<file path="config.mk">
export PLATFORM = sky130hd
export DESIGN_NAME = bus_arbiter
export DESIGN_NICKNAME = d
export VERILOG_FILES = /design/src/design/mem_pkg.sv /design/src/design/bus_arbiter.sv
export SDC_FILE = /design/constraint.sdc
export NUM_CORES = 1
export LEC_CHECK = 0
export ABC_AREA = 1
export BUFFER_PORTS_ARGS = -buffer_cell sky130_fd_sc_hd__buf_4
export CORE_AREA = 5 5 116 118
export DETAILED_ROUTE_END_ITERATION = 7
export DIE_AREA = 0 0 121 123
export PLACE_DENSITY = 0.66
export SETUP_SLACK_MARGIN = 0.15
export SLEW_MARGIN = 20
export SYNTH_ARGS = -nofsm -noshare
export SYNTH_HDL_FRONTEND = slang
export SYNTH_SLANG_ARGS = --single-unit
</file>
<file path="constraint.sdc">
create_clock -name clk -period 5.1 [get_ports clk]
set_input_delay 0.255 -clock clk [delete_from_list [all_inputs] [get_ports clk]]
set_output_delay 0.255 -clock clk [all_outputs]
set_load 0.02 [all_outputs]
</file>
<file path="src/design/mem_pkg.sv">
/* shared types of the memory access path
   stores reuse the func3 codes of LB/LH/LW (SB=0, SH=1, SW=2); the write flag
   tells a store from a load. Byte addresses on the core side, word addresses on the bus */
package mem_pkg;

    // access size and sign, RV32 func3 encoding
    typedef enum logic [2:0] {
        op_lb  = 3'b000, // also SB
        op_lh  = 3'b001, // also SH
        op_lw  = 3'b010, // also SW
        op_lbu = 3'b100,
        op_lhu = 3'b101
    } ls_op_t;

    // one ram word, seen whole or as byte lanes
    // lane 0 is bits 7:0 (little endian)
    typedef union packed {
        logic [31:0]     word;
        logic [3:0][7:0] lane;
    } mem_word_u;

    // core data request, stable while ls_req is high
    typedef struct packed {
        logic        wr;    // 1 = store
        ls_op_t      op;    // size and sign
        logic [31:0] addr;  // byte address
        logic [31:0] wdata; // store data, low bits used for SB/SH
    } core_ls_req_t;

    // request on the shared ram bus
    typedef struct packed {
        logic        wr;
        logic [3:0]  be;    // byte enables, writes only
        logic [31:0] waddr; // word address
        logic [31:0] wdata; // already placed in its lanes
    } bus_req_t;

    // response on the shared ram bus
    typedef struct packed {
        logic [31:0] rdata; // whole word
    } bus_rsp_t;

endpackage
</file>
<file path="src/design/bus_arbiter.sv">
/* fixed priority for the single ram port: data wins over fetch
   a requester that keeps req high keeps the port; requesters must drop req promptly
   latency is 2 cycles from req to ack when the port is free */
`timescale 1ns/1ns

module bus_arbiter (
    input  logic              clk,
    input  logic              nrst,
    input  logic              ls_bus_req,
    input  mem_pkg::bus_req_t ls_bus_in,
    output logic              ls_bus_ack,
    output mem_pkg::bus_rsp_t ls_bus_rsp,
    input  logic              if_bus_req,
    input  mem_pkg::bus_req_t if_bus_in,
    output logic              if_bus_ack,
    output mem_pkg::bus_rsp_t if_bus_rsp,
    output logic              ram_en,
    output mem_pkg::bus_req_t ram_req,
    input  mem_pkg::bus_rsp_t ram_rsp
);
    import mem_pkg::*;

    typedef enum logic [1:0] {
        arb_idle,   // port free
        arb_access, // ram cycle
        arb_ack     // ack to owner until its req falls
    } arb_state_t;

    arb_state_t state;
    logic       owner_if;  // 1 = fetch owns the port
    logic       owner_req;
    bus_req_t   req_q;     // latched winner request

    assign owner_req = owner_if ? if_bus_req : ls_bus_req;

    always_ff @(posedge clk or negedge nrst) begin
        if (!nrst) begin
            state    <= arb_idle;
            owner_if <= 1'b0;
        end else begin
            case (state)
                arb_idle: begin
                    if (ls_bus_req) begin // data first
                        owner_if <= 1'b0;
                        state    <= arb_access;
                    end else if (if_bus_req) begin
                        owner_if <= 1'b1;
                        state    <= arb_access;
                    end
                end
                arb_access: state <= arb_ack;
                arb_ack:    if (!owner_req) state <= arb_idle; // return to zero
                default:    state <= arb_idle;
            endcase
        end
    end

    // payload latch, same priority as the grant
    always_ff @(posedge clk) begin
        if (state == arb_idle)
            req_q <= ls_bus_req ? ls_bus_in : if_bus_in;
    end

    assign ram_en  = (state == arb_access); // one pulse per grant
    assign ram_req = req_q;

    assign ls_bus_ack = (state == arb_ack) && !owner_if;
    assign if_bus_ack = (state == arb_ack) && owner_if;

    // ram output register holds the word until the next ram_en
    assign ls_bus_rsp = owner_if ? '0 : ram_rsp;
    assign if_bus_rsp = owner_if ? ram_rsp : '0;

endmodule

</file>
==> results.md <==
* Syn nets at 625
* Nets at between 900 and 1,000
* Worst-margin pin slew at 1016 ps
* Netlist cell types at 10
* Minimum clock period after layout at 2040 ps
* Final hold vios at 0
* Post-synthesis adder-cell area fraction at 0%
* Hold Path Class: in2reg
* Area delta synth->final at 71.93%
* TritonCTS Sinks at 72
* # IOs at 310
* Pin count of the biggest net entering global routing at 73
* CTS H-tree depth at 3
* Grt ovf at 0
* Initial DRT Pass Iterations at 4
* Synth Area in XOR/XNOR at 0%
* Fin Setup TNS at 0 ps
* Commonest non-fill, non-tap cells in the layout: buf_4 (310), nand2_1 (247), inv_1 (70), edfxtp_1 (69), nor2_1 (35)
* Worst vdd ir at a little over 0.0002 V
* Core ar. at approximately 0.012 mm2
* Max FO, Critical Path at 68
* Clock-pin transition on the worst setup and hold timing paths at ~50 ps
* Crit path DAT at 1790 ps
* GP Congestion at 0.7731
* Combinational family with the most area after synthesis: simple AND/OR/NAND/NOR gates
* Synth warnings at 0
* Number of fill cells at approximately 1,200
* Post-Synth Simple-Gate Area at 29.23%
* Worst-Skew Late Latency at 320 ps
* Total power at 3014 uW
* Routed len/inst at 13.63 um
* Place WS at around 3000 ps
* Synth Area in Compound Gates at 0%
* Max_cap viols at 0
* Initial DRC count at 126
* Vias/cell at 4.074
* Syn_area_per_cell at 8.134 um2
* LEAKAGE at ~0.0036 uW
* Status: complete, no violations
* Drt total wl at between 10,000 and 15,000 um
* DRC Markers at 0
* Die Span Y at 123 um
* CTS Buf Count at 9
* Final slew viol count at 0
* Pwr Density at 477.8 mW/mm2
* Synthesized area at 0.003669 mm2
* Commonest non-fill, non-tap cell in the layout: buf_4
* Tcrit/Tclk final at 40.01%
* First-pass GRT wire length at 18,060 um
* Postcts setup bufs at 0
* Clock Tree Buf Depth at 2
* Final HPWL DP at 10,120 um
* RSZ-0062 raised after global routing: no
* Share of layout cells above drive strength 1 at 43.05%
* Root buf cell: clkbuf_16
* Critical path endpoint category: output pin
* Max Clock Freq at 0.4901 GHz
* Mux contribution to synthesized area at 0%
* Die area at 0.01488 mm2
* Critical Path RT at 4850 ps
* Kind of critical path: reg2out
* Mapped Cells at ~450
* Starting Density at 29.67%
* Overall Global Routing Usage at 15.60%
* Die Wd at between 100 and 150 um
* Relative slew margins at about a third
* Skew final at 4.941 ps
* CTS tree: done
* Antenna Violating Nets Remaining at 0
* Sequential-to-total area share from yosys stat at between 50% and 60%
* CP Launch Type: flop
* Setup violators final at 0
* PortBufs at 309
* Vias in the first global route at 3,680
* Total number of vias at 3,777
* Synth Register Bits at just over 70
* Diode count at 0
* Setup slack after layout at 3060 ps
* Std cell rows at 41
* Initial antenna violation count at 0
[logic make-up (layout without fill, tap and decap cells)]
family / Yosys count / count (layout)
buf+inv: 94 / 398
flops: 72 / 72
simple gates: 285 / 285
[cell usage after synthesis (all sizes together)]
library cell  number  area (um2)
inv               71       269.0
nand2            247       927.1
buf               23       180.2
nor2              36       135.1
dfrtp              3       75.07
nand3              2       10.01
edfxtp            69        2072
[what timing repair did]
item | in CTS | in global routing
endpoints found under the hold margin | 3 | 0
hold buffers | 1 | 0
resized for setup | 0 | 0
[per-layer routing]
metal / GRT usage [%] / vias to the layer above / part of all wire [%]
met5: 0 / - / 0
met4: 6.020 / 0 / 2.2
met3: 6.130 / 19 / 11
met2: 28.73 / 208 / 52
met1: 15.88 / 1615 / 35
li1: - / 1935 / -
[report_power, final]
part           total [uW]  switching (uW)  leakage [uW]  internal (uW)
logic                1390             836       0.00276            556
registers            1080             123      0.000715            960
clock network         539             214      0.000124            326
total                3010            1170       0.00360           1840
[registers in the layout (all words and copies together) (netlist names)]
| register | cells |
|---|---|
| state | 2 |
| owner_if | 1 |
| ram_req | 69 |
[worst max-delay path: stages, from the launching register on]
cell	delay, ps
dfrtp_2	1030
inv_1	140
nor2_1	140
buf_4	150
[layout make-up]
class / instances / area [um2] / area share, %
clock buffers: 12 / 236.5 / 3.749
clock inverters: 4 / 21.27 / 0.3372
inverters: 71 / 269.0 / 4.265
multi-input cells: 285 / 1080 / 17.12
flip-flops and latches: 72 / 2148 / 34.06
well taps: 172 / 215.2 / 3.412
repair buffers: 311 / 2337 / 37.06
[worst paths after layout]
check	depth (start not counted)	slack (ps)	end	startpoint
min	3	190	owner_if$_DFFE_PN0P_	if_bus_req
max	3	3060	if_bus_ack	owner_if$_DFFE_PN0P_
min in group asynchronous	2	270	state[0]$_DFFE_PN0P_	nrst
max reg2reg	2	3080	ram_req[68]$_DFFE_PN_	state[0]$_DFFE_PN0P_
max in group asynchronous	2	4730	owner_if$_DFFE_PN0P_	nrst
min reg2reg	2	610	state[1]$_DFFE_PN0P_	state[0]$_DFFE_PN0P_
[stage by stage]
step	hold slack (ps)	util, %	cell area, um2	cells
final	188.8	51.02	6307	927
after CTS	173.0	51.02	6307	927
after floorplan	-40.59	-	3669	451
after global placement	45.54	48.85	6040	910
after global routing	186.6	51.02	6307	927
after detailed placement	46.69	48.85	6040	910
No activity file was read; power rests on OpenSTA's default activity.
