### src/design/mem_pkg.sv
/* shared types of the memory access path
   stores reuse the func3 codes of LB/LH/LW (SB=0, SH=1, SW=2); the write flag
   tells a store from a load. Byte addresses on the core side, word addresses on the bus */
package mem_pkg;

    // access size and sign, RV32 func3 encoding
    typedef enum logic [2:0] {
        op_lb  = 3'b000, // also SB
        op_lh  = 3'b001, // also SH
        op_lw  = 3'b010, // also SW
        op_lbu = 3'b100,
        op_lhu = 3'b101
    } ls_op_t;

    // one ram word, seen whole or as byte lanes
    // lane 0 is bits 7:0 (little endian)
    typedef union packed {
        logic [31:0]     word;
        logic [3:0][7:0] lane;
    } mem_word_u;

    // core data request, stable while ls_req is high
    typedef struct packed {
        logic        wr;    // 1 = store
        ls_op_t      op;    // size and sign
        logic [31:0] addr;  // byte address
        logic [31:0] wdata; // store data, low bits used for SB/SH
    } core_ls_req_t;

    // request on the shared ram bus
    typedef struct packed {
        logic        wr;
        logic [3:0]  be;    // byte enables, writes only
        logic [31:0] waddr; // word address
        logic [31:0] wdata; // already placed in its lanes
    } bus_req_t;

    // response on the shared ram bus
    typedef struct packed {
        logic [31:0] rdata; // whole word
    } bus_rsp_t;

endpackage
### src/design/fetch_unit.sv
/* instruction fetch over the shared ram bus
   pc is a byte address; the low two bits are dropped, no misaligned trap
   pc must stay stable while fetch_req is high */
`timescale 1ns/1ns

module fetch_unit (
    input  logic              clk,
    input  logic              nrst,
    input  logic              fetch_req,
    input  logic [31:0]       pc,
    output logic              fetch_ack,
    output logic [31:0]       instr,
    output logic              bus_req,
    output mem_pkg::bus_req_t bus_out,
    input  logic              bus_ack,
    input  mem_pkg::bus_rsp_t bus_in
);

    typedef enum logic [1:0] {
        st_idle,     // waiting for the core
        st_bus_req,  // bus req high
        st_bus_rel,  // bus req dropped, wait for bus ack low
        st_core_ack  // fetch_ack high until core drops req
    } fetch_state_t;

    fetch_state_t state, state_nxt;

    always_comb begin
        state_nxt = state;
        case (state)
            st_idle:     if (fetch_req) state_nxt = st_bus_req;
            st_bus_req:  if (bus_ack) state_nxt = st_bus_rel;
            st_bus_rel:  if (!bus_ack) state_nxt = st_core_ack; // bus back to zero
            st_core_ack: if (!fetch_req) state_nxt = st_idle;
            default:     state_nxt = st_idle;
        endcase
    end

    always_ff @(posedge clk or negedge nrst) begin
        if (!nrst) begin
            state <= st_idle;
            instr <= '0;
        end else begin
            state <= state_nxt;
            if (state == st_bus_req && bus_ack)
                instr <= bus_in.rdata; // held until the next fetch
        end
    end

    assign bus_req   = (state == st_bus_req);
    assign fetch_ack = (state == st_core_ack);

    // read only, whole word
    always_comb begin
        bus_out.wr    = 1'b0;
        bus_out.be    = 4'hf;
        bus_out.waddr = {2'b00, pc[31:2]};
        bus_out.wdata = '0;
    end

endmodule

### config.mk
export PLATFORM = sky130hd
export DESIGN_NAME = fetch_unit
export DESIGN_NICKNAME = d
export VERILOG_FILES = /design/src/design/mem_pkg.sv /design/src/design/fetch_unit.sv
export SDC_FILE = /design/constraint.sdc
export NUM_CORES = 1
export LEC_CHECK = 0
export ABC_AREA = 1
export BUFFER_PORTS_ARGS = -buffer_cell sky130_fd_sc_hd__buf_2
export CAP_MARGIN = 40
export CORE_ASPECT_RATIO = 0.5
export CORE_MARGIN = 2
export CORE_UTILIZATION = 35
export CTS_CLUSTER_SIZE = 40
export DETAILED_ROUTE_END_ITERATION = 12
export PLACE_DENSITY = 0.77
export SETUP_SLACK_MARGIN = 0.05
export SYNTH_ARGS = -nofsm -noshare
export SYNTH_HDL_FRONTEND = slang
export SYNTH_SLANG_ARGS = --single-unit
### constraint.sdc
create_clock -name clk -period 1.48 [get_ports clk]
set_clock_uncertainty 0.2 [all_clocks]
set_input_delay 0.296 -clock clk [delete_from_list [all_inputs] [get_ports clk]]
set_output_delay 0.296 -clock clk [all_outputs]
set_load 0.02 [all_outputs]
==> out/qor.json, run 1 <==
{
  "status": "complete, but fails checks",
  "failed_checks": "setup timing",
  "synth_area_leaders": "sky130_fd_sc_hd__dfrtp_1, sky130_fd_sc_hd__buf_4, sky130_fd_sc_hd__nand2_1, sky130_fd_sc_hd__nand3_1, sky130_fd_sc_hd__ha_1",
  "layout.nets": 356,
  "timing.rr.start": "state[1]",
  "yosysSeqAreaShare": 0.421,
  "yosys_warnings": 0,
  "worstHoldPathCells": 3,
  "rr_worst_depth": 6,
  "detailed_router_iteration_count_before_antenna_repair": 4,
  "post-route-cell-area_sq_mm": 0.00230,
  "final_core_util": 0.416,
  "clock_sinks": 34,
  "irDropWorstVdd_mv": 0.637,
  "dr_total_vias": 1477,
  "grt_max_degree": 35,
  "top_signal_layer_used": "met4",
  "crit_fanout": 3,
  "layoutNonFillerInstCount": 357,
  "area.sequential_sq_um": 852,
  "grt_pass1_wl_mm": 6.34,
  "timing.final.setup_violations": 4,
  "ys_ff_latch": 34,
  "h-tree-depth": 2,
  "clock_latency_reported_for_the_late_side_of_the_worst_skew_pair_ns": 0.27,
  "die-height_um": 57.8,
  "detail_route.vias_per_cell": 4.14,
  "cts.path.max_buffers": 2,
  "final_antenna_net_count": 0,
  "clk_transition_reported_paths_ns": 0.05,
  "timing.setup.critical_path_class": "register to output port",
  "route.detailed.wl_per_inst_um": 11.1,
  "synth_top_area_cell": "sky130_fd_sc_hd__dfrtp_1",
  "globalRouteTotalUtil": 0.124,
  "setup_ws_ns": -0.0749,
  "final.fill_count": 565,
  "min_path_type": "input port to register",
  "grt_remaining_overflow": 0,
  "gp_congestion": 0.741,
  "period_minus_slack_ns": 1.55,
  "worst_setup_path_start_kind": "register",
  "cp_data_arrival_time_ns": 1.06,
  "final.period_utilization": 1.05,
  "grt_pass1_vias": 1423,
  "fp.coreArea_sq_mm": 0.00554,
  "routed-wl-met3_um": 249,
  "finalMaxSlewViolations": 0,
  "crit_path_end_kind": "output port",
  "worst_r2r_endpoint": "state[0]",
  "mostFrequentLayoutCells": "sky130_fd_sc_hd__nand2_1, sky130_fd_sc_hd__buf_2, sky130_fd_sc_hd__conb_1",
  "totalPowerFinal_w": 0.00494,
  "flow.area_growth_from_synthesis_pct": 13.9,
  "grt_antenna_before_repair": 0,
  "reg2reg_setup_slack_ns": -0.04,
  "initial_cell_density_of_the_core": 0.365,
  "die-area_sq_mm": 0.00644,
  "yosys.area.top_type_share": 0.421,
  "mostFrequentLayoutCell": "sky130_fd_sc_hd__nand2_1",
  "row_count": 19,
  "grt_setup_unrepaired": "true",
  "whs_endpoint": "instr[20]",
  "timing.max_cap.violations": 0,
  "synthCells": 239,
  "timing.setup.tns_ns": -0.183,
  "power_density_mw_per_mm2": 2140,
  "cts_tree": "yes",
  "crit_required_ns": 0.98,
  "die-width_um": 112,
  "cts_buffers": 5,
  "min-delay-start": "bus_in[20]",
  "fmax_mhz": 643,
  "place.port_buffers": 69,
  "place_hpwl_mm": 2.82,
  "placement_cell_area_sq_mm": 0.00206,
  "detail_route.wirelength.met1_mm": 1.60,
  "io_pins": 171,
  "diodes": 0,
  "drt-total-wl_mm": 3.96,
  "static-leakage-power_nw": 1.36,
  "multi_input_logic_area_sq_um": 727,
  "layout-drive-gt1-share": 0.335,
  "synth.lib_cells_used.distinct": 14,
  "detailedRoute.firstIterationViolations": 39,
  "drcViolationCount": 0,
  "met2WireLength_mm": 2.03,
  "mappedNetlistArea_sq_mm": 0.00202,
  "clk_root_buffer_cell": "sky130_fd_sc_hd__clkbuf_16",
  "synth_area_per_cell_sq_um": 8.47,
  "place.detailed.instances": 343,
  "cp-startpoint": "state[1]",
  "hold_viol_final": 0
}
==> cells by family (layout without fill, tap and decap cells) <==
| logic type | count (synthesis) | count (layout) | share of synthesized area |
|---|---|---|---|
| and+or+nand+nor | 111 | 112 | 0.233 |
| buffers and inverters | 87 | 94 | 0.312 |
| DFF | 34 | 34 | 0.421 |
| adders and majority gates | 5 | 5 | 0.0309 |
| other | 2 | 39 | 0.00371 |
==> power by group <==
group          internal [W]  leakage (nW)  switching [W]
Clock              0.000666        0.0739       0.000355
Sequential          0.00137         0.424       0.000244
Combinational      0.000813         0.860        0.00149
Total               0.00285          1.36        0.00209
==> synthesized netlist by cell type <==
cell                       n
sky130_fd_sc_hd__inv_2     1
sky130_fd_sc_hd__inv_1     6
sky130_fd_sc_hd__nand2_2   1
sky130_fd_sc_hd__or2_2     1
sky130_fd_sc_hd__buf_6     3
sky130_fd_sc_hd__nand2_4   1
sky130_fd_sc_hd__ha_1      5
sky130_fd_sc_hd__nor2_1    2
sky130_fd_sc_hd__buf_2     3
sky130_fd_sc_hd__nand2_1  72
sky130_fd_sc_hd__buf_4    74
sky130_fd_sc_hd__nand3_1  34
sky130_fd_sc_hd__conb_1    2
sky130_fd_sc_hd__dfrtp_1  34
==> area by class of cell <==
cell class,instances,area share
multi-input combinational,156,0.316
sequential,34,0.370
inverter,7,0.0114
clock inverter,1,0.00217
timing repair buffer,79,0.199
tap,73,0.0397
clock buffer,7,0.0619
==> what timing repair did <==
item                                    CTS  global route
buffers inserted                          4             0
hold buffers                              1             0
gates resized for setup                   9             3
pin swaps                                 1             1
endpoints found under the setup margin   36            36
hold endpoints to repair                 34             0
gates cloned                              1             0
==> sequential cells by signal, indices dropped and copies added, names as in the netlist <==
register / flops
state: 2
instr: 32
==> routing by layer <==
metal	vias to the layer above	global-route usage
li1	720	-
met1	676	0.139
met2	62	0.232
met3	19	0.0272
met4	0	0.0600
met5	-	0
==> per-stage QoR <==
stage,hold slack [ns],setup slack [ns]
6_report,0.0512,-0.0749
3_3_place_gp,0.0686,-0.0254
2_1_floorplan,-0.200,0.0497
4_1_cts,0.0504,-0.0631
3_5_place_dp,0.0685,-0.0549
5_1_grt,0.0643,-0.0985
==> worst max-delay path by stage <==
stage	endpoint	slack, ns	cells after the start
after CTS	fetch_ack	-0.06	2
after global routing	bus_req	-0.1	3
after global placement	instr[3]	-0.03	5
final	bus_req	-0.07	3
after detailed placement	instr[3]	-0.05	5
after floorplan	instr[0]	0.05	7
==> worst max-delay path: stages, from the launching register on <==
cell                      delay [ns]
sky130_fd_sc_hd__dfrtp_1        0.42
sky130_fd_sc_hd__inv_2          0.11
sky130_fd_sc_hd__ha_4           0.15
sky130_fd_sc_hd__buf_6          0.11
No activity file was read; power rests on OpenSTA's default activity.
==> run 2, diff against run 1 <==
--- a/config.mk
+++ b/config.mk
@@ -10,10 +10,10 @@
 export CAP_MARGIN = 40
 export CORE_ASPECT_RATIO = 0.5
 export CORE_MARGIN = 2
-export CORE_UTILIZATION = 35
+export CORE_UTILIZATION = 39
 export CTS_CLUSTER_SIZE = 40
 export DETAILED_ROUTE_END_ITERATION = 12
-export PLACE_DENSITY = 0.77
+export PLACE_DENSITY = 0.81
 export SETUP_SLACK_MARGIN = 0.05
 export SYNTH_ARGS = -nofsm -noshare
 export SYNTH_HDL_FRONTEND = slang
==> constraint.sdc (replaced) <==
create_clock -name clk -period 1.55 [get_ports clk]
set_clock_uncertainty 0.2 [all_clocks]
set_input_delay 0.31 -clock clk [delete_from_list [all_inputs] [get_ports clk]]
set_output_delay 0.31 -clock clk [all_outputs]
set_load 0.02 [all_outputs]
==> out/qor.json, run 2 (synthesis results as in run 1) <==
{
  "power_report.internal_total_w": 0.00258,
  "drt-total-wl_mm": 4.27,
  "min_path_type": "input port to register",
  "static-leakage-power_nw": 1.33,
  "io_pins": 171,
  "hold_viol_final": 0,
  "mostFrequentLayoutCell": "sky130_fd_sc_hd__buf_2",
  "drcViolationCount": 0,
  "final.period_utilization": 1.02,
  "route.detailed.wl_per_inst_um": 12.1,
  "irDropWorstVdd_mv": 0.546,
  "grt_antenna_before_repair": 0,
  "globalRouteTotalUtil": 0.137,
  "timing.final.setup_violations": 1,
  "timing.setup.tns_ns": -0.0260,
  "grt_max_degree": 35,
  "grt_pass1_wl_mm": 6.10,
  "dr_total_vias": 1498,
  "row_count": 18,
  "netSwitchingPower_w": 0.00200,
  "grt_remaining_overflow": 0,
  "top_register": "instr",
  "failed_checks": "setup timing",
  "clk_transition_reported_paths_ns": 0.07,
  "initial_cell_density_of_the_core": 0.408,
  "clock_latency_reported_for_the_late_side_of_the_worst_skew_pair_ns": 0.27,
  "largestRegisters": "instr x32, state x2",
  "setup_ws_ns": -0.0260,
  "timing.setup.critical_path_class": "register to output port",
  "layout.nets": 354,
  "layout-drive-gt1-share": 0.369,
  "detailed_router_iteration_count_before_antenna_repair": 4,
  "diodes": 0,
  "pwr-share-comb": 0.489,
  "cp_data_arrival_time_ns": 1.07,
  "crit_required_ns": 1.04,
  "crit_fanout": 3,
  "final_antenna_net_count": 0,
  "cts_tree": "yes",
  "cts_buffers": 5,
  "grt_setup_unrepaired": "true",
  "fp.coreArea_sq_mm": 0.00495,
  "grt_pass1_vias": 1270,
  "h-tree-depth": 2,
  "clockPowerShare": 0.171,
  "status": "complete, but fails checks",
  "worst_setup_path_start_kind": "register",
  "totalPowerFinal_w": 0.00458,
  "clk_root_buffer_cell": "sky130_fd_sc_hd__clkbuf_8",
  "power_density_mw_per_mm2": 2010,
  "die-area_sq_mm": 0.00581,
  "gp_congestion": 0.742,
  "power.sequential.fraction": 0.340,
  "place_hpwl_mm": 3.00,
  "cts.path.max_buffers": 2,
  "flow.area_growth_from_synthesis_pct": 12.4,
  "largest_reg_flops": 32,
  "fmax_mhz": 634,
  "crit_path_end_kind": "output port",
  "sw_frac_of_total": 0.436,
  "timing.max_cap.violations": 0,
  "detail_route.vias_per_cell": 4.26,
  "die-width_um": 106,
  "clock_sinks": 34,
  "mostFrequentLayoutCells": "sky130_fd_sc_hd__buf_2, sky130_fd_sc_hd__nand2_1, sky130_fd_sc_hd__conb_1",
  "detailedRoute.firstIterationViolations": 32,
  "finalMaxSlewViolations": 0,
  "period_minus_slack_ns": 1.58,
  "die-height_um": 54.9,
  "place.port_buffers": 69
}
-- run 2: cell types whose count changed in the layout (fill, tap and decap cells not counted), moves of 2 or more --
cell	delta
sky130_fd_sc_hd__clkbuf_16	-5
sky130_fd_sc_hd__nand3_1	-2
sky130_fd_sc_hd__inv_2	+2
sky130_fd_sc_hd__inv_1	-2
sky130_fd_sc_hd__nand2_1	-6
sky130_fd_sc_hd__clkbuf_8	+4
sky130_fd_sc_hd__ha_4	+2
sky130_fd_sc_hd__nand3_2	+2
sky130_fd_sc_hd__buf_6	-2
sky130_fd_sc_hd__nand2_2	+6
-- run 2: metrics by stage --
step           instance area (sq um)  worst slack (ns)  hold slack (ns)  cells  utilization
2_1_floorplan                   2160            0.0678           -0.186    276            -
3_3_place_gp                    2030            0.0845            0.162    340        0.410
3_5_place_dp                    2030            0.0570            0.163    340        0.410
4_1_cts                         2210           -0.0160           0.0554    352        0.446
5_1_grt                         2270           -0.0643           0.0578    352        0.459
6_report                        2270           -0.0260           0.0570    352        0.459
-- run 2: what timing repair did --
item | CTS | global route
hold buffers | 1 | 0
buffers inserted | 3 | 0
gates resized for setup | 11 | 17
endpoints found under the setup margin | 4 | 36
hold endpoints to repair | 34 | 0
pin swaps | 1 | 4
gates cloned | 0 | 0
-- run 2: path summary, 6_finish.rpt --
kind	slack (ns)	depth (start not counted)	to	from
max reg2reg	0.03	6	state[0]	state[1]
max	-0.03	3	bus_req	state[1]
min reg2reg	0.27	2	instr[11]	instr[11]
min	0.06	3	instr[4]	bus_in[4]
max in group asynchronous	0.38	3	state[0]	nrst
min in group asynchronous	0.43	3	instr[1]	nrst
-- run 2: cell type report --
cell class / instances / area, sq um
Clock buffer: 7 / 76.3
Fill cell: 484 / 2680
Clock inverter: 1 / 30.0
Sequential cell: 34 / 852
Multi-Input combinational cell: 155 / 757
Inverter: 7 / 26.3
Tap cell: 70 / 87.6
Timing Repair Buffer: 78 / 444
-- run 2: critical path, cell delays in order (launching register included) --
cell and delay (ns):
sky130_fd_sc_hd__dfrtp_1 0.42, sky130_fd_sc_hd__inv_2 0.08, sky130_fd_sc_hd__ha_4 0.17, sky130_fd_sc_hd__buf_6 0.12
-- run 2: power groups by stage --
stage | combinational, W | clock [W] | sequential, W
2_1_floorplan | 0.00110 | 0 | 0.00200
5_1_grt | 0.00248 | 0.000833 | 0.00161
6_report | 0.00224 | 0.000784 | 0.00156
4_1_cts | 0.00211 | 0.000792 | 0.00154
3_5_place_dp | 0.00199 | 0 | 0.00153
3_3_place_gp | 0.00195 | 0 | 0.00152
-- run 2: per-layer routing --
metal,GRT usage,share of wire,up-vias
met1,0.146,0.37,705
met5,0,0,-
met2,0.261,0.55,72
met3,0.0386,0.072,8
li1,-,-,713
met4,0.0724,0.013,0
==> run 3, diff against run 2 <==
--- a/config.mk
+++ b/config.mk
@@ -9,12 +9,12 @@
 export BUFFER_PORTS_ARGS = -buffer_cell sky130_fd_sc_hd__buf_2
 export CAP_MARGIN = 40
 export CORE_ASPECT_RATIO = 0.5
-export CORE_MARGIN = 2
+export CORE_MARGIN = 4
 export CORE_UTILIZATION = 39
 export CTS_CLUSTER_SIZE = 40
 export DETAILED_ROUTE_END_ITERATION = 12
 export PLACE_DENSITY = 0.81
-export SETUP_SLACK_MARGIN = 0.05
+export SETUP_SLACK_MARGIN = 0.1
 export SYNTH_ARGS = -nofsm -noshare
 export SYNTH_HDL_FRONTEND = slang
 export SYNTH_SLANG_ARGS = --single-unit
==> out/qor.json, run 3 (synthesis results as in run 1) <==
{
  "whs_endpoint": "instr[17]",
  "irDropWorstVdd_mv": 0.586,
  "top_register": "instr",
  "power_density_mw_per_mm2": 1990,
  "clk_transition_reported_paths_ns": 0.07,
  "fp.coreArea_sq_mm": 0.00498,
  "crit_buf_inv": 2,
  "cts_buffers": 5,
  "fmax_mhz": 631,
  "final.period_utilization": 1.02,
  "grt_remaining_overflow": 0,
  "crit_required_ns": 1.04,
  "flow.area_growth_from_synthesis_pct": 11.8,
  "critical_path.cell_chain": "inv_2 > ha_4 > buf_6",
  "initial_cell_density_of_the_core": 0.406,
  "place_hpwl_mm": 3.30,
  "min_path_type": "input port to register",
  "diodes": 0,
  "dr_total_vias": 1462,
  "worstHoldPathCells": 3,
  "crit_path_end_kind": "output port",
  "timing.max_cap.violations": 0,
  "timing.setup.critical_path_class": "register to output port",
  "grt_pass1_vias": 1388,
  "largestRegisters": "instr x32, state x2",
  "place.port_buffers": 69,
  "grt_pass1_wl_mm": 6.76,
  "row_count": 18,
  "place_worst_setup_slack_ns": 0.0503,
  "final_core_util": 0.454,
  "min-delay-start": "bus_in[17]",
  "post-route-cell-area_sq_mm": 0.00226,
  "gp_congestion": 0.763,
  "die-area_sq_mm": 0.00647,
  "clk_root_buffer_cell": "sky130_fd_sc_hd__clkbuf_8",
  "die-width_um": 110,
  "mostFrequentLayoutCells": "sky130_fd_sc_hd__nand2_1, sky130_fd_sc_hd__buf_2, sky130_fd_sc_hd__conb_1",
  "detailedRoute.firstIterationViolations": 141,
  "setup_ws_ns": -0.0341,
  "grt_max_degree": 33,
  "drt-total-wl_mm": 4.50,
  "slowest_stage": "sky130_fd_sc_hd__dfrtp_1",
  "timing.rr.start": "state[1]",
  "timing.final.setup_violations": 2,
  "category_of_cells_accounting_for_the_largest_share_of_critical_path_delay": "flip-flops",
  "grt_antenna_before_repair": 0,
  "cts.path.max_buffers": 2,
  "rr_worst_depth": 9,
  "clock_sinks": 34,
  "reg2reg_setup_slack_ns": 0.01,
  "period_minus_slack_ns": 1.58,
  "placement_cell_area_sq_mm": 0.00205,
  "crit_fanout": 3,
  "hold_viol_final": 0,
  "worst_setup_path_start_kind": "register",
  "cts_tree": "yes",
  "worst_path_largest_cell_delay_ns": 0.42,
  "finalMaxSlewViolations": 0,
  "status": "complete, but fails checks",
  "grt_setup_unrepaired": "true",
  "layout-drive-gt1-share": 0.360,
  "final_antenna_net_count": 0,
  "die-height_um": 58.9,
  "cp-startpoint": "state[1]",
  "static-leakage-power_nw": 1.33,
  "globalRouteTotalUtil": 0.136,
  "detailed_router_iteration_count_before_antenna_repair": 4,
  "cp_data_arrival_time_ns": 1.07,
  "detail_route.vias_per_cell": 4.14,
  "largest_reg_flops": 32,
  "layout.nets": 355,
  "h-tree-depth": 2,
  "final.fill_count": 484,
  "route.detailed.wl_per_inst_um": 12.8,
  "drcViolationCount": 0,
  "clock_latency_reported_for_the_late_side_of_the_worst_skew_pair_ns": 0.28,
  "failed_checks": "setup timing",
  "io_pins": 171,
  "totalPowerFinal_w": 0.00449,
  "worst_r2r_endpoint": "state[1]"
}
## run 3: repair_timing
action	in CTS	in global routing
hold endpoints to repair	34	0
setup endpoints to repair	5	36
gates resized for setup	12	10
pin swaps	0	5
buffers inserted	3	2
hold buffers	1	0
## run 3: worst max-delay path by stage
stage | endpoint | slack, ns | depth (start not counted)
final | bus_req | -0.03 | 3
after global routing | bus_req | -0.09 | 3
after CTS | bus_req | -0.03 | 3
after detailed placement | state[1] | 0.05 | 8
after global placement | state[1] | 0.05 | 8
after floorplan | instr[0] | 0.12 | 7
## run 3: per-stage QoR
stage               TNS (ns)  cells  hold slack, ns
finish               -0.0512    353          0.0617
global route          -0.346    353          0.0642
CTS                  -0.0384    351          0.0512
detailed placement         0    339         0.00742
global placement           0    339          0.0115
floorplan                  0    276          -0.186
## run 3: power breakdown
group,switching [W],total (W),internal (W)
Combinational,0.00145,0.00228,0.000829
Sequential,0.000249,0.00155,0.00130
Clock,0.000302,0.000660,0.000358
## run 3: metal layers
layer | part of all wire | track usage
met5 | 0 | 0
met4 | 0.024 | 0.0693
met3 | 0.12 | 0.0613
met1 | 0.33 | 0.142
met2 | 0.53 | 0.236
## run 3: layout make-up
class | count | area [sq um] | area share
well taps | 70 | 87.6 | 0.0387
inverters | 7 | 26.3 | 0.0116
repair buffers | 79 | 464 | 0.205
clock inverters | 1 | 5.00 | 0.00221
clock buffers | 7 | 86.3 | 0.0382
flip-flops and latches | 34 | 852 | 0.377
multi-input cells | 155 | 739 | 0.327
## run 3: worst register-to-register path: cells and delay by family (launching register included)
kind | cells | cell delay, ns
DFF | 1 | 0.43
buffers and inverters | 4 | 0.38
and+or+nand+nor | 4 | 0.27
adders and majority gates | 1 | 0.14
