[config.mk]
export PLATFORM = sky130hd
export DESIGN_NAME = load_store_unit
export DESIGN_NICKNAME = d
export VERILOG_FILES = /design/src/design/mem_pkg.sv /design/src/design/load_store_unit.sv
export SDC_FILE = /design/constraint.sdc
export NUM_CORES = 1
export LEC_CHECK = 0
export BUFFER_PORTS_ARGS = -buffer_cell sky130_fd_sc_hd__clkbuf_2
export CORE_MARGIN = 2
export CORE_UTILIZATION = 40
export CTS_CLUSTER_SIZE = 8
export DETAILED_ROUTE_END_ITERATION = 10
export MAX_ROUTING_LAYER = met4
export PLACE_DENSITY = 0.73
export RECOVER_POWER = 25
export SYNTH_ARGS = -nofsm -noshare
export SYNTH_HDL_FRONTEND = slang
export SYNTH_SLANG_ARGS = --single-unit
[constraint.sdc]
create_clock -name clk -period 5.67 [get_ports clk]
set_input_delay 0.2835 -clock clk [delete_from_list [all_inputs] [get_ports clk]]
set_output_delay 0.2835 -clock clk [all_outputs]
set_load 0.02 [all_outputs]
[src/design/mem_pkg.sv]
/* shared types of the memory access path
   stores reuse the func3 codes of LB/LH/LW (SB=0, SH=1, SW=2); the write flag
   tells a store from a load. Byte addresses on the core side, word addresses on the bus */
package mem_pkg;

    // access size and sign, RV32 func3 encoding
    typedef enum logic [2:0] {
        op_lb  = 3'b000, // also SB
        op_lh  = 3'b001, // also SH
        op_lw  = 3'b010, // also SW
        op_lbu = 3'b100,
        op_lhu = 3'b101
    } ls_op_t;

    // one ram word, seen whole or as byte lanes
    // lane 0 is bits 7:0 (little endian)
    typedef union packed {
        logic [31:0]     word;
        logic [3:0][7:0] lane;
    } mem_word_u;

    // core data request, stable while ls_req is high
    typedef struct packed {
        logic        wr;    // 1 = store
        ls_op_t      op;    // size and sign
        logic [31:0] addr;  // byte address
        logic [31:0] wdata; // store data, low bits used for SB/SH
    } core_ls_req_t;

    // request on the shared ram bus
    typedef struct packed {
        logic        wr;
        logic [3:0]  be;    // byte enables, writes only
        logic [31:0] waddr; // word address
        logic [31:0] wdata; // already placed in its lanes
    } bus_req_t;

    // response on the shared ram bus
    typedef struct packed {
        logic [31:0] rdata; // whole word
    } bus_rsp_t;

endpackage
[src/design/load_store_unit.sv]
/* data side of the core: SB/SH/SW stores and LB/LH/LW/LBU/LHU loads
   misaligned addresses are not trapped; a half-word uses addr[1], a word ignores addr[1:0]
   ls_req_bits must stay stable while ls_req is high; ls_rdata reads zero after a store */
`timescale 1ns/1ns

module load_store_unit (
    input  logic                  clk,
    input  logic                  nrst,
    input  logic                  ls_req,
    input  mem_pkg::core_ls_req_t ls_req_bits,
    output logic                  ls_ack,
    output logic [31:0]           ls_rdata,
    output logic                  bus_req,
    output mem_pkg::bus_req_t     bus_out,
    input  logic                  bus_ack,
    input  mem_pkg::bus_rsp_t     bus_in
);
    import mem_pkg::*;

    typedef enum logic [1:0] {
        st_idle,
        st_bus_req,
        st_bus_rel,
        st_core_ack
    } ls_state_t;

    ls_state_t state, state_nxt;

    mem_word_u  raw_q;    // word as read from the bus
    mem_word_u  st_word;  // store data moved to its lanes
    logic [3:0] st_be;
    logic [1:0] lsel;     // byte lane from the address
    logic [7:0] byte_sel;
    logic [15:0] half_sel;
    logic [31:0] load_val;

    assign lsel = ls_req_bits.addr[1:0];

    // store lane placement
    always_comb begin
        st_word.word = '0;
        st_be        = 4'b0000;
        case (ls_req_bits.op)
            op_lb: begin // SB
                st_word.lane[lsel] = ls_req_bits.wdata[7:0];
                st_be[lsel]        = 1'b1;
            end
            op_lh: begin // SH, lower or upper half
                st_word.lane[{lsel[1], 1'b0}] = ls_req_bits.wdata[7:0];
                st_word.lane[{lsel[1], 1'b1}] = ls_req_bits.wdata[15:8];
                st_be[{lsel[1], 1'b0}]        = 1'b1;
                st_be[{lsel[1], 1'b1}]        = 1'b1;
            end
            default: begin // SW
                st_word.word = ls_req_bits.wdata;
                st_be        = 4'hf;
            end
        endcase
    end

    always_comb begin
        bus_out.wr    = ls_req_bits.wr;
        bus_out.be    = ls_req_bits.wr ? st_be : 4'hf; // loads read all lanes
        bus_out.waddr = {2'b00, ls_req_bits.addr[31:2]};
        bus_out.wdata = ls_req_bits.wr ? st_word.word : '0;
    end

    // load lane pick and extension
    always_comb begin
        byte_sel = raw_q.lane[lsel];
        half_sel = {raw_q.lane[{lsel[1], 1'b1}], raw_q.lane[{lsel[1], 1'b0}]};
        case (ls_req_bits.op)
            op_lb:   load_val = {{24{byte_sel[7]}}, byte_sel};
            op_lh:   load_val = {{16{half_sel[15]}}, half_sel};
            op_lbu:  load_val = {24'b0, byte_sel};
            op_lhu:  load_val = {16'b0, half_sel};
            default: load_val = raw_q.word; // LW
        endcase
    end

    always_comb begin
        state_nxt = state;
        case (state)
            st_idle:     if (ls_req) state_nxt = st_bus_req;
            st_bus_req:  if (bus_ack) state_nxt = st_bus_rel;
            st_bus_rel:  if (!bus_ack) state_nxt = st_core_ack;
            st_core_ack: if (!ls_req) state_nxt = st_idle;
            default:     state_nxt = st_idle;
        endcase
    end

    always_ff @(posedge clk or negedge nrst) begin
        if (!nrst) begin
            state    <= st_idle;
            ls_rdata <= '0;
        end else begin
            state <= state_nxt;
            // result registered as ls_ack rises
            if (state == st_bus_rel && !bus_ack)
                ls_rdata <= ls_req_bits.wr ? 32'b0 : load_val;
        end
    end

    always_ff @(posedge clk) begin
        if (state == st_bus_req && bus_ack)
            raw_q.word <= bus_in.rdata; // arbiter holds rsp while ack is high
    end

    assign bus_req = (state == st_bus_req);
    assign ls_ack  = (state == st_core_ack);

endmodule

==> results.sh, run 1 <==
export IMPL_gr_total_overflow=0
export IMPL_finalMaxSlewViolations=0
export IMPL_ys_warn_count=0
export IMPL_first_pass_iters=6
export IMPL_max_stage_delay_ns=0.69
export IMPL_die_h_um=100.8
export IMPL_tightest_slew_ns=0.8815
export IMPL_crit_end="bus_out[12]"
export IMPL_gp_congestion=0.8428
export IMPL_pin_count=207
export IMPL_worstReg2RegEnd="ls_rdata[18]"
export IMPL_crit_path_end_kind="output port"
export IMPL_fmax_mhz=372.0
export IMPL_drt_iter0_markers=185
export IMPL_setup_violations=0
export IMPL_yosysSeqAreaShare=0.4838
export IMPL_startpoint="ls_req_bits[65]"
export IMPL_power_net_switching_mw=0.6699
export IMPL_cp_max_fo=26
export IMPL_rsz0062_at_grt="no"
export IMPL_reg2regPathDepth=6
export IMPL_diodes=0
export IMPL_critPathArrivalTime_ns=2.40
export IMPL_tritoncts="done"
export IMPL_grt_usage=0.2172
export IMPL_die_area_um2=10150
export IMPL_syn_to_final_growth_pct=18.04
export IMPL_postCtsHoldBufs=0
export IMPL_num_vias=3119
export IMPL_status="completed"
export IMPL_reg2reg_slack_ns=3.38
export IMPL_post_cts_resized=0
export IMPL_drive_gt1_frac=0.4067
export IMPL_crit_top_cell="clkbuf_2"
export IMPL_layout_nets=554
export IMPL_p_seq_frac=0.426
export IMPL_die_w_um=100.8
export IMPL_insertion_delay_ns=0.35
export IMPL_dominantRegCellSynth="dfrtp_1"
export IMPL_rows=35
export IMPL_drcViolationCount=0
export IMPL_clkSlewWorstSetupHoldPaths_ns=0.08
export IMPL_fin_skew_ns=0.008616
export IMPL_worstSetupStartpointType="input port"
export IMPL_async_flop_share=0.5152
export IMPL_final_cell_mix="143 x clkbuf_2, 34 x dfrtp_1, 32 x a22oi_1, 32 x edfxtp_1, 24 x nor2b_1"
export IMPL_place_hpwl_um=8057
export IMPL_max_cap_viol_count=0
export IMPL_netlist_area_um2=3745
export IMPL_h_tree_depth=3
export IMPL_p_comb_frac=0.364
export IMPL_mostFrequentLayoutCell="clkbuf_2"
export IMPL_clkPwrFrac=0.209
export IMPL_cp_cell_sequence="clkbuf_2 > nor2_1 > o21ai_1 > a22oi_1 > nor2b_1 > clkbuf_2"
export IMPL_wire_per_inst_um=19.27
export IMPL_cts_sinks=66
export IMPL_final_period_utilization=0.4741
export IMPL_clockBufferDepth=2
export IMPL_grt_pass1_wl_um=16280
export IMPL_critPathBufInv=2
export IMPL_first_global_vias=3046
export IMPL_r2r_start="state[0]"
export IMPL_power_density_nw_per_um2=395.8
export IMPL_synth_cell_type_count=43
export IMPL_wirelength_um=10810
export IMPL_cts_setup_buffers=0
export IMPL_grt_max_degree=42
export IMPL_hold_viol_final=0
export IMPL_cellInternalPower_mw=1.080
export IMPL_critPathKind="input port to output port"
export IMPL_portBuffers=144
export IMPL_power_mw=1.750
export IMPL_hp_class="input port to asynchronous set/reset pin"
export IMPL_initial_core_util=0.4092
export IMPL_worst_path_max_delay_cell="nor2_1"
export IMPL_switching_share=0.3829
export IMPL_cp_num_cells=6
export IMPL_viasPerCell=5.560
export IMPL_p_leak_nw=2.171
export IMPL_critPathTopFamily="compound AO/OA/AOI/OAI gates"
export IMPL_syn_area_per_cell_um2=10.82
export IMPL_ir_drop_v=0.0003160
export IMPL_antenna_found_initial=0
export IMPL_synthCells=346
export IMPL_ant_nets=0
export IMPL_ys_ff_latch=66
export IMPL_slew_headroom=0.4123
export IMPL_core_region_area_um2=9153
export IMPL_numCtsBuffers=9
export IMPL_synth_edf_count=32
export IMPL_min_period_ns=2.688
export IMPL_required_ns=5.39
export IMPL_root_buffer="clkbuf_8"
export IMPL_tns_ns=0
-- synthesized netlist by cell type, types with 10 or more instances --
master | n | area share
edfxtp_1 | 32 | 0.26
dfrtp_1 | 34 | 0.23
nand2_1 | 16 | 0.016
inv_1 | 20 | 0.020
a22oi_1 | 32 | 0.064
nand2_2 | 10 | 0.017
nor2b_1 | 24 | 0.040
clkbuf_1 | 12 | 0.012
a22o_1 | 15 | 0.035
a21oi_1 | 13 | 0.017
buf_4 | 34 | 0.068
and3_1 | 11 | 0.018
-- kinds of logic (layout without fill, tap and decap cells) --
kind of cell	after synthesis	count (layout)	synth area share
adder cells (fa/ha/maj)	5	5	0.01671
buffers and inverters	79	182	0.1243
AND/OR/NAND/NOR	80	80	0.1253
flip-flops	66	66	0.4838
multiplexers	13	13	0.03642
AO/OA/AOI/OAI	102	102	0.2125
other	1	2	0.001001
-- power by group through the flow --
| stage | logic [mW] | clock network (mW) | registers (mW) |
|---|---|---|---|
| 2_1_floorplan | 0.352 | 0 | 0.843 |
| 3_3_place_gp | 0.619 | 0 | 0.751 |
| 3_5_place_dp | 0.644 | 0 | 0.750 |
| 4_1_cts | 0.643 | 0.377 | 0.745 |
| 5_1_grt | 0.692 | 0.400 | 0.760 |
| 6_report | 0.638 | 0.366 | 0.746 |
-- layout make-up --
cell class              count  area [µm²]
clock buffers              11       151.4
flip-flops and latches     66        1812
repair buffers            146       734.5
fillers                   851        4732
multi-input cells         202        1471
well taps                 111       138.9
inverters                  20       75.07
clock inverters             5       37.54
-- through the flow --
step                        util  area, µm²  hold slack, ns  std cells  setup WS, ns
after floorplan                -       3749        -0.01209        347         3.661
final                     0.4830       4420         0.04308        561         2.982
after global placement    0.4625       4233          0.4409        545         3.172
after CTS                 0.4831       4422         0.06079        561         3.040
after global routing      0.4830       4420         0.08190        561         2.884
after detailed placement  0.4625       4233          0.4460        545         3.039
-- worst min-delay path by stage --
stage	from	endpoint	slack, ns	depth (start not counted)
4_1_cts	nrst	ls_rdata[30]	0.06	1
6_report	nrst	ls_rdata[30]	0.04	1
5_1_grt	bus_in[28]	raw_q[28]	0.08	1
3_3_place_gp	nrst	ls_rdata[30]	0.44	1
2_1_floorplan	nrst	ls_rdata[0]	-0.01	0
3_5_place_dp	nrst	ls_rdata[25]	0.45	1
-- sequential cells by signal, indices dropped and copies added, names as in the netlist --
name	count
ls_rdata	32
raw_q	32
state	2
-- per-layer routing --
layer,vias up,track usage,share of wire
met2,163,0.3718,0.52
met3,22,0.04716,0.068
met4,0,0.07692,0.025
met1,1491,0.2514,0.39
met5,-,-,0
li1,1443,-,-
No activity file was read; power rests on OpenSTA's default activity.
==> inputs of run 2 (changes only) <==
Clock period 5.67 ns to 2.5 ns, I/O delays scaled along.
==> run 2 against run 1 <==
Compared with the run above:
- power grew 140%
- flip-flop and latch count did not move
- sequential power rose by 130%
- first-iteration DRC count grew 22%
- non-clock buffer count up 38
- count of clock-buffer cells in the layout up 1
- clock skew shrank 0.0010 ns
- critical path type is now flop to flop
- largest cell class unchanged
- highest routed layer unchanged
==> results.sh, run 2 (synthesis gave the netlist of run 1 again) <==
export IMPL_power_mw=4.246
export IMPL_drt_iter0_markers=226
export IMPL_tritoncts="done"
export IMPL_finalWorstSetupSlack_ns=0.3024
export IMPL_multiInputGateArea_um2=1471
export IMPL_ant_nets=0
export IMPL_power_density_nw_per_um2=877.5
export IMPL_clockBufferDepth=2
export IMPL_pin_count=207
export IMPL_worst_path_max_delay_cell="nor3_2"
export IMPL_tns_ns=0
export IMPL_drive_gt1_frac=0.3873
export IMPL_fin_area_um2=4838
export IMPL_drcViolationCount=0
export IMPL_insertion_delay_ns=0.34
export IMPL_gp_congestion=0.9060
export IMPL_required_ns=2.78
export IMPL_p_leak_nw=2.361
export IMPL_critPathBufInv=1
export IMPL_cp_max_fo=16
export IMPL_antenna_found_initial=0
export IMPL_final_period_utilization=0.8791
export IMPL_cts_setup_buffers=0
export IMPL_setup_violations=0
export IMPL_portBuffers=144
export IMPL_wire_per_inst_um=18.83
export IMPL_place_area_um2=4270
export IMPL_die_area_um2=10150
export IMPL_fin_util=0.5286
export IMPL_critPathArrivalTime_ns=2.48
export IMPL_die_h_um=100.8
export IMPL_cp_cell_sequence="inv_1 > ha_1 > nand2b_4 > nor3_2 > a22oi_1 > nand2_2"
export IMPL_core_region_area_um2=9153
export IMPL_layout_nets=592
export IMPL_critPathTopFamily="simple AND/OR/NAND/NOR gates"
export IMPL_diodes=0
export IMPL_crit_path_end_kind="flop"
export IMPL_wirelength_um=11280
export IMPL_viasPerCell=5.541
export IMPL_post_place_cells=550
export IMPL_preCtsSetupSlack_ns=0.3630
export IMPL_status="completed"
export IMPL_post_cts_resized=0
export IMPL_cts_sinks=66
export IMPL_slew_headroom=0.2211
export IMPL_critPathKind="flop to flop"
export IMPL_hp_class="input port to flop"
export IMPL_clkSlewWorstSetupHoldPaths_ns=0.07
export IMPL_hold_viol_final=0
export IMPL_tightest_slew_ns=1.162
export IMPL_die_w_um=100.8
export IMPL_min_period_ns=2.198
export IMPL_place_hpwl_um=8501
export IMPL_final_seq_area_um2=1812
export IMPL_worstSetupStartpointType="flop"
export IMPL_first_global_vias=3247
export IMPL_initial_core_util=0.4092
export IMPL_reg_largest_list="ls_rdata: 32 flops, raw_q: 32 flops, state: 2 flops"
export IMPL_grt_usage=0.2261
export IMPL_layout_cells_non_filler=599
export IMPL_first_pass_iters=6
export IMPL_syn_to_final_growth_pct=29.20
export IMPL_hold_slack_ns=0.1708
export IMPL_rsz0062_at_grt="no"
export IMPL_final_cell_mix="144 x clkbuf_2, 34 x dfrtp_1, 33 x dlygate4sd3_1"
export IMPL_numCtsBuffers=9
export IMPL_gr_total_overflow=0
export IMPL_max_cap_viol_count=0
export IMPL_fmax_mhz=455.0
export IMPL_max_stage_delay_ns=0.88
export IMPL_grt_max_degree=39
export IMPL_grt_pass1_wl_um=17130
export IMPL_rows=35
export IMPL_ir_drop_v=0.0008205
export IMPL_fin_skew_ns=0.007615
export IMPL_postCtsHoldBufs=33
export IMPL_finalMaxSlewViolations=0
export IMPL_fillers=807
export IMPL_root_buffer="clkbuf_8"
export IMPL_mostFrequentLayoutCell="clkbuf_2"
export IMPL_h_tree_depth=3
export IMPL_num_vias=3319
-- run 2: report_power, final --
group	switching (mW)	internal [mW]	total [mW]
clock network	0.396	0.641	1.04
logic	0.913	0.585	1.50
registers	0.222	1.49	1.71
-- run 2: final cells by class --
cell class | count | area share
multi-input cells | 202 | 0.3041
clock inverters | 4 | 0.01500
clock buffers | 12 | 0.03413
well taps | 111 | 0.02870
inverters | 20 | 0.01552
repair buffers | 184 | 0.2281
flip-flops and latches | 66 | 0.3745
-- run 2: worst min-delay path: stages --
cell,delay [ns]
clkbuf_2,0.15
a221o_1,0.13
o21ai_0,0.06
-- run 2: final timing paths --
path,startpoint,to,slack [ns],cells past startpoint
worst max-delay path,state[0],ls_rdata[22],0.30,6
worst min-delay path,ls_req_bits[67],ls_rdata[7],0.17,3
worst max register to register,state[0],ls_rdata[22],0.30,6
worst min register to register,raw_q[17],ls_rdata[17],0.52,2
max in group asynchronous,nrst,ls_rdata[21],1.52,2
min in group asynchronous,nrst,ls_rdata[26],0.43,2
-- run 2: metal layers --
layer  up-vias  track usage  share of wire
li1       1517            -              -
met1      1590       0.2572           0.38
met4         0      0.06849          0.022
met5         -            -              0
met3        23      0.04369          0.070
met2       189       0.4021           0.53
==> inputs of run 3 (changes only) <==
Settings changed: PLACE_DENSITY 0.73 to 0.77.
==> run 3 against run 2 <==
Compared with the run above:
- utilization fell by 0.48 points
- critical path depth unchanged
- sequential power about the same
- worst hold slack worse by 0.016 ns
- clock skew rose by 0.0050 ns
- count of clock-buffer cells in the layout down 3
- non-clock buffer count unchanged
- combinational power barely moved
- routed wire length increased by 3.0%
- critical path type unchanged
==> results.sh, run 3 (synthesis gave the netlist of run 1 again) <==
export IMPL_pin_count=207
export IMPL_final_period_utilization=0.8933
export IMPL_h_tree_depth=3
export IMPL_power_mw=4.085
export IMPL_cts_sinks=66
export IMPL_viasPerCell=5.506
export IMPL_fin_area_um2=4795
export IMPL_place_hpwl_um=8464
export IMPL_worstSetupStartpointType="flop"
export IMPL_min_period_ns=2.233
export IMPL_hp_class="input port to flop"
export IMPL_first_global_vias=3229
export IMPL_grt_pass1_wl_um=17480
export IMPL_reg2reg_slack_ns=0.27
export IMPL_syn_to_final_growth_pct=28.03
export IMPL_hold_depth=3
export IMPL_critPathArrivalTime_ns=2.50
export IMPL_diodes=0
export IMPL_holdPathEnd="ls_rdata[7]"
export IMPL_place_area_um2=4270
export IMPL_cts_setup_buffers=0
export IMPL_rsz0062_at_grt="no"
export IMPL_status="completed"
export IMPL_power_density_nw_per_um2=851.9
export IMPL_drcViolationCount=0
export IMPL_grt_usage=0.2349
export IMPL_ir_drop_v=0.0007391
export IMPL_tritoncts="done"
export IMPL_final_cell_mix="144 x clkbuf_2, 34 x dfrtp_1, 33 x dlygate4sd3_1"
export IMPL_first_pass_iters=4
export IMPL_setup_violations=0
export IMPL_post_cts_resized=0
export IMPL_drt_iter0_markers=150
export IMPL_wirelength_um=11620
export IMPL_root_buffer="clkbuf_8"
export IMPL_cp_max_fo=16
export IMPL_drive_gt1_frac=0.3873
export IMPL_p_leak_nw=2.330
export IMPL_finalWorstSetupSlack_ns=0.2667
export IMPL_num_vias=3298
export IMPL_gp_congestion=0.8864
export IMPL_required_ns=2.77
export IMPL_finalMaxSlewViolations=0
export IMPL_antenna_found_initial=0
export IMPL_hold_viol_final=0
export IMPL_fmax_mhz=447.8
export IMPL_clockBufferDepth=2
export IMPL_critPathKind="flop to flop"
export IMPL_wire_per_inst_um=19.39
export IMPL_reg2regPathDepth=6
export IMPL_ant_nets=0
export IMPL_min_from="ls_req_bits[67]"
export IMPL_preCtsSetupSlack_ns=0.2573
export IMPL_crit_path_end_kind="flop"
export IMPL_slew_headroom=0.2317
export IMPL_die_w_um=100.8
export IMPL_clkSlewWorstSetupHoldPaths_ns=0.08
export IMPL_rows=35
export IMPL_gr_total_overflow=0
export IMPL_layout_nets=592
export IMPL_tightest_slew_ns=1.146
export IMPL_insertion_delay_ns=0.35
export IMPL_tns_ns=0
export IMPL_die_h_um=100.8
export IMPL_grt_max_degree=39
export IMPL_worstReg2RegEnd="ls_rdata[22]"
export IMPL_fin_skew_ns=0.01261
export IMPL_numCtsBuffers=9
export IMPL_mostFrequentLayoutCell="clkbuf_2"
export IMPL_initial_core_util=0.4092
export IMPL_fillers=813
export IMPL_reg_largest_list="ls_rdata: 32 flops, raw_q: 32 flops, state: 2 flops"
export IMPL_portBuffers=144
export IMPL_max_cap_viol_count=0
export IMPL_die_area_um2=10150
export IMPL_core_region_area_um2=9153
export IMPL_r2r_start="state[0]"
## run 3: cell count changes in the layout (fill, tap and decap cells not counted)
cell        delta
clkbuf_8       -3
clkinvlp_4     +3
bufinv_16      -1
clkinv_2       +1
## run 3: final cells by class
type	count	area (µm²)	share of cell area
Tap cell	111	138.9	0.02897
Clock inverter	7	70.07	0.01461
Sequential cell	66	1812	0.3779
Clock buffer	9	123.9	0.02584
Inverter	20	75.07	0.01566
Multi-Input combinational cell	202	1471	0.3069
Timing Repair Buffer	184	1104	0.2302
## run 3: timing repair
item	4_1_cts	5_1_grt
setup endpoints to repair	0	0
endpoints found under the hold margin	66	0
hold buffers	33	0
## run 3: worst max path at each step
| stage | startpoint | end | slack [ns] | depth (start not counted) |
|---|---|---|---|---|
| after floorplan | state[1] | raw_q[0] | 0.49 | 3 |
| after global placement | state[0] | ls_rdata[23] | 0.47 | 6 |
| after detailed placement | state[0] | ls_rdata[22] | 0.26 | 6 |
| after CTS | state[0] | ls_rdata[22] | 0.24 | 6 |
| after global routing | state[0] | ls_rdata[22] | 0.07 | 6 |
| final | state[0] | ls_rdata[22] | 0.27 | 6 |
## run 3: power breakdown
part / total [mW] / switching (mW) / leakage, nW / internal, mW
Clock: 0.876 / 0.420 / 0.0873 / 0.456
Combinational: 1.51 / 0.923 / 1.50 / 0.585
Sequential: 1.70 / 0.213 / 0.740 / 1.49
Total: 4.08 / 1.56 / 2.33 / 2.53
## run 3: layer usage
layer,vias to the layer above,track usage,share of wire
li1,1518,-,-
met1,1576,0.2584,0.36
met2,189,0.4087,0.53
met3,15,0.06588,0.089
met4,0,0.07903,0.017
met5,-,-,0
## run 3: critical path: stages, from the launching register on
cell and delay, ns:
dfrtp_1 0.40, inv_1 0.13, ha_1 0.26, nand2b_4 0.14, nor3_2 0.88, a22oi_1 0.21
nand2_2 0.14
## run 3: through the flow
stage | hold WS (ns) | util | instances
floorplan | -0.1706 | - | 347
global placement | 0.2502 | 0.4666 | 550
detailed placement | 0.2502 | 0.4666 | 550
CTS | 0.1387 | 0.5239 | 599
global route | 0.1677 | 0.5239 | 599
finish | 0.1552 | 0.5239 | 599
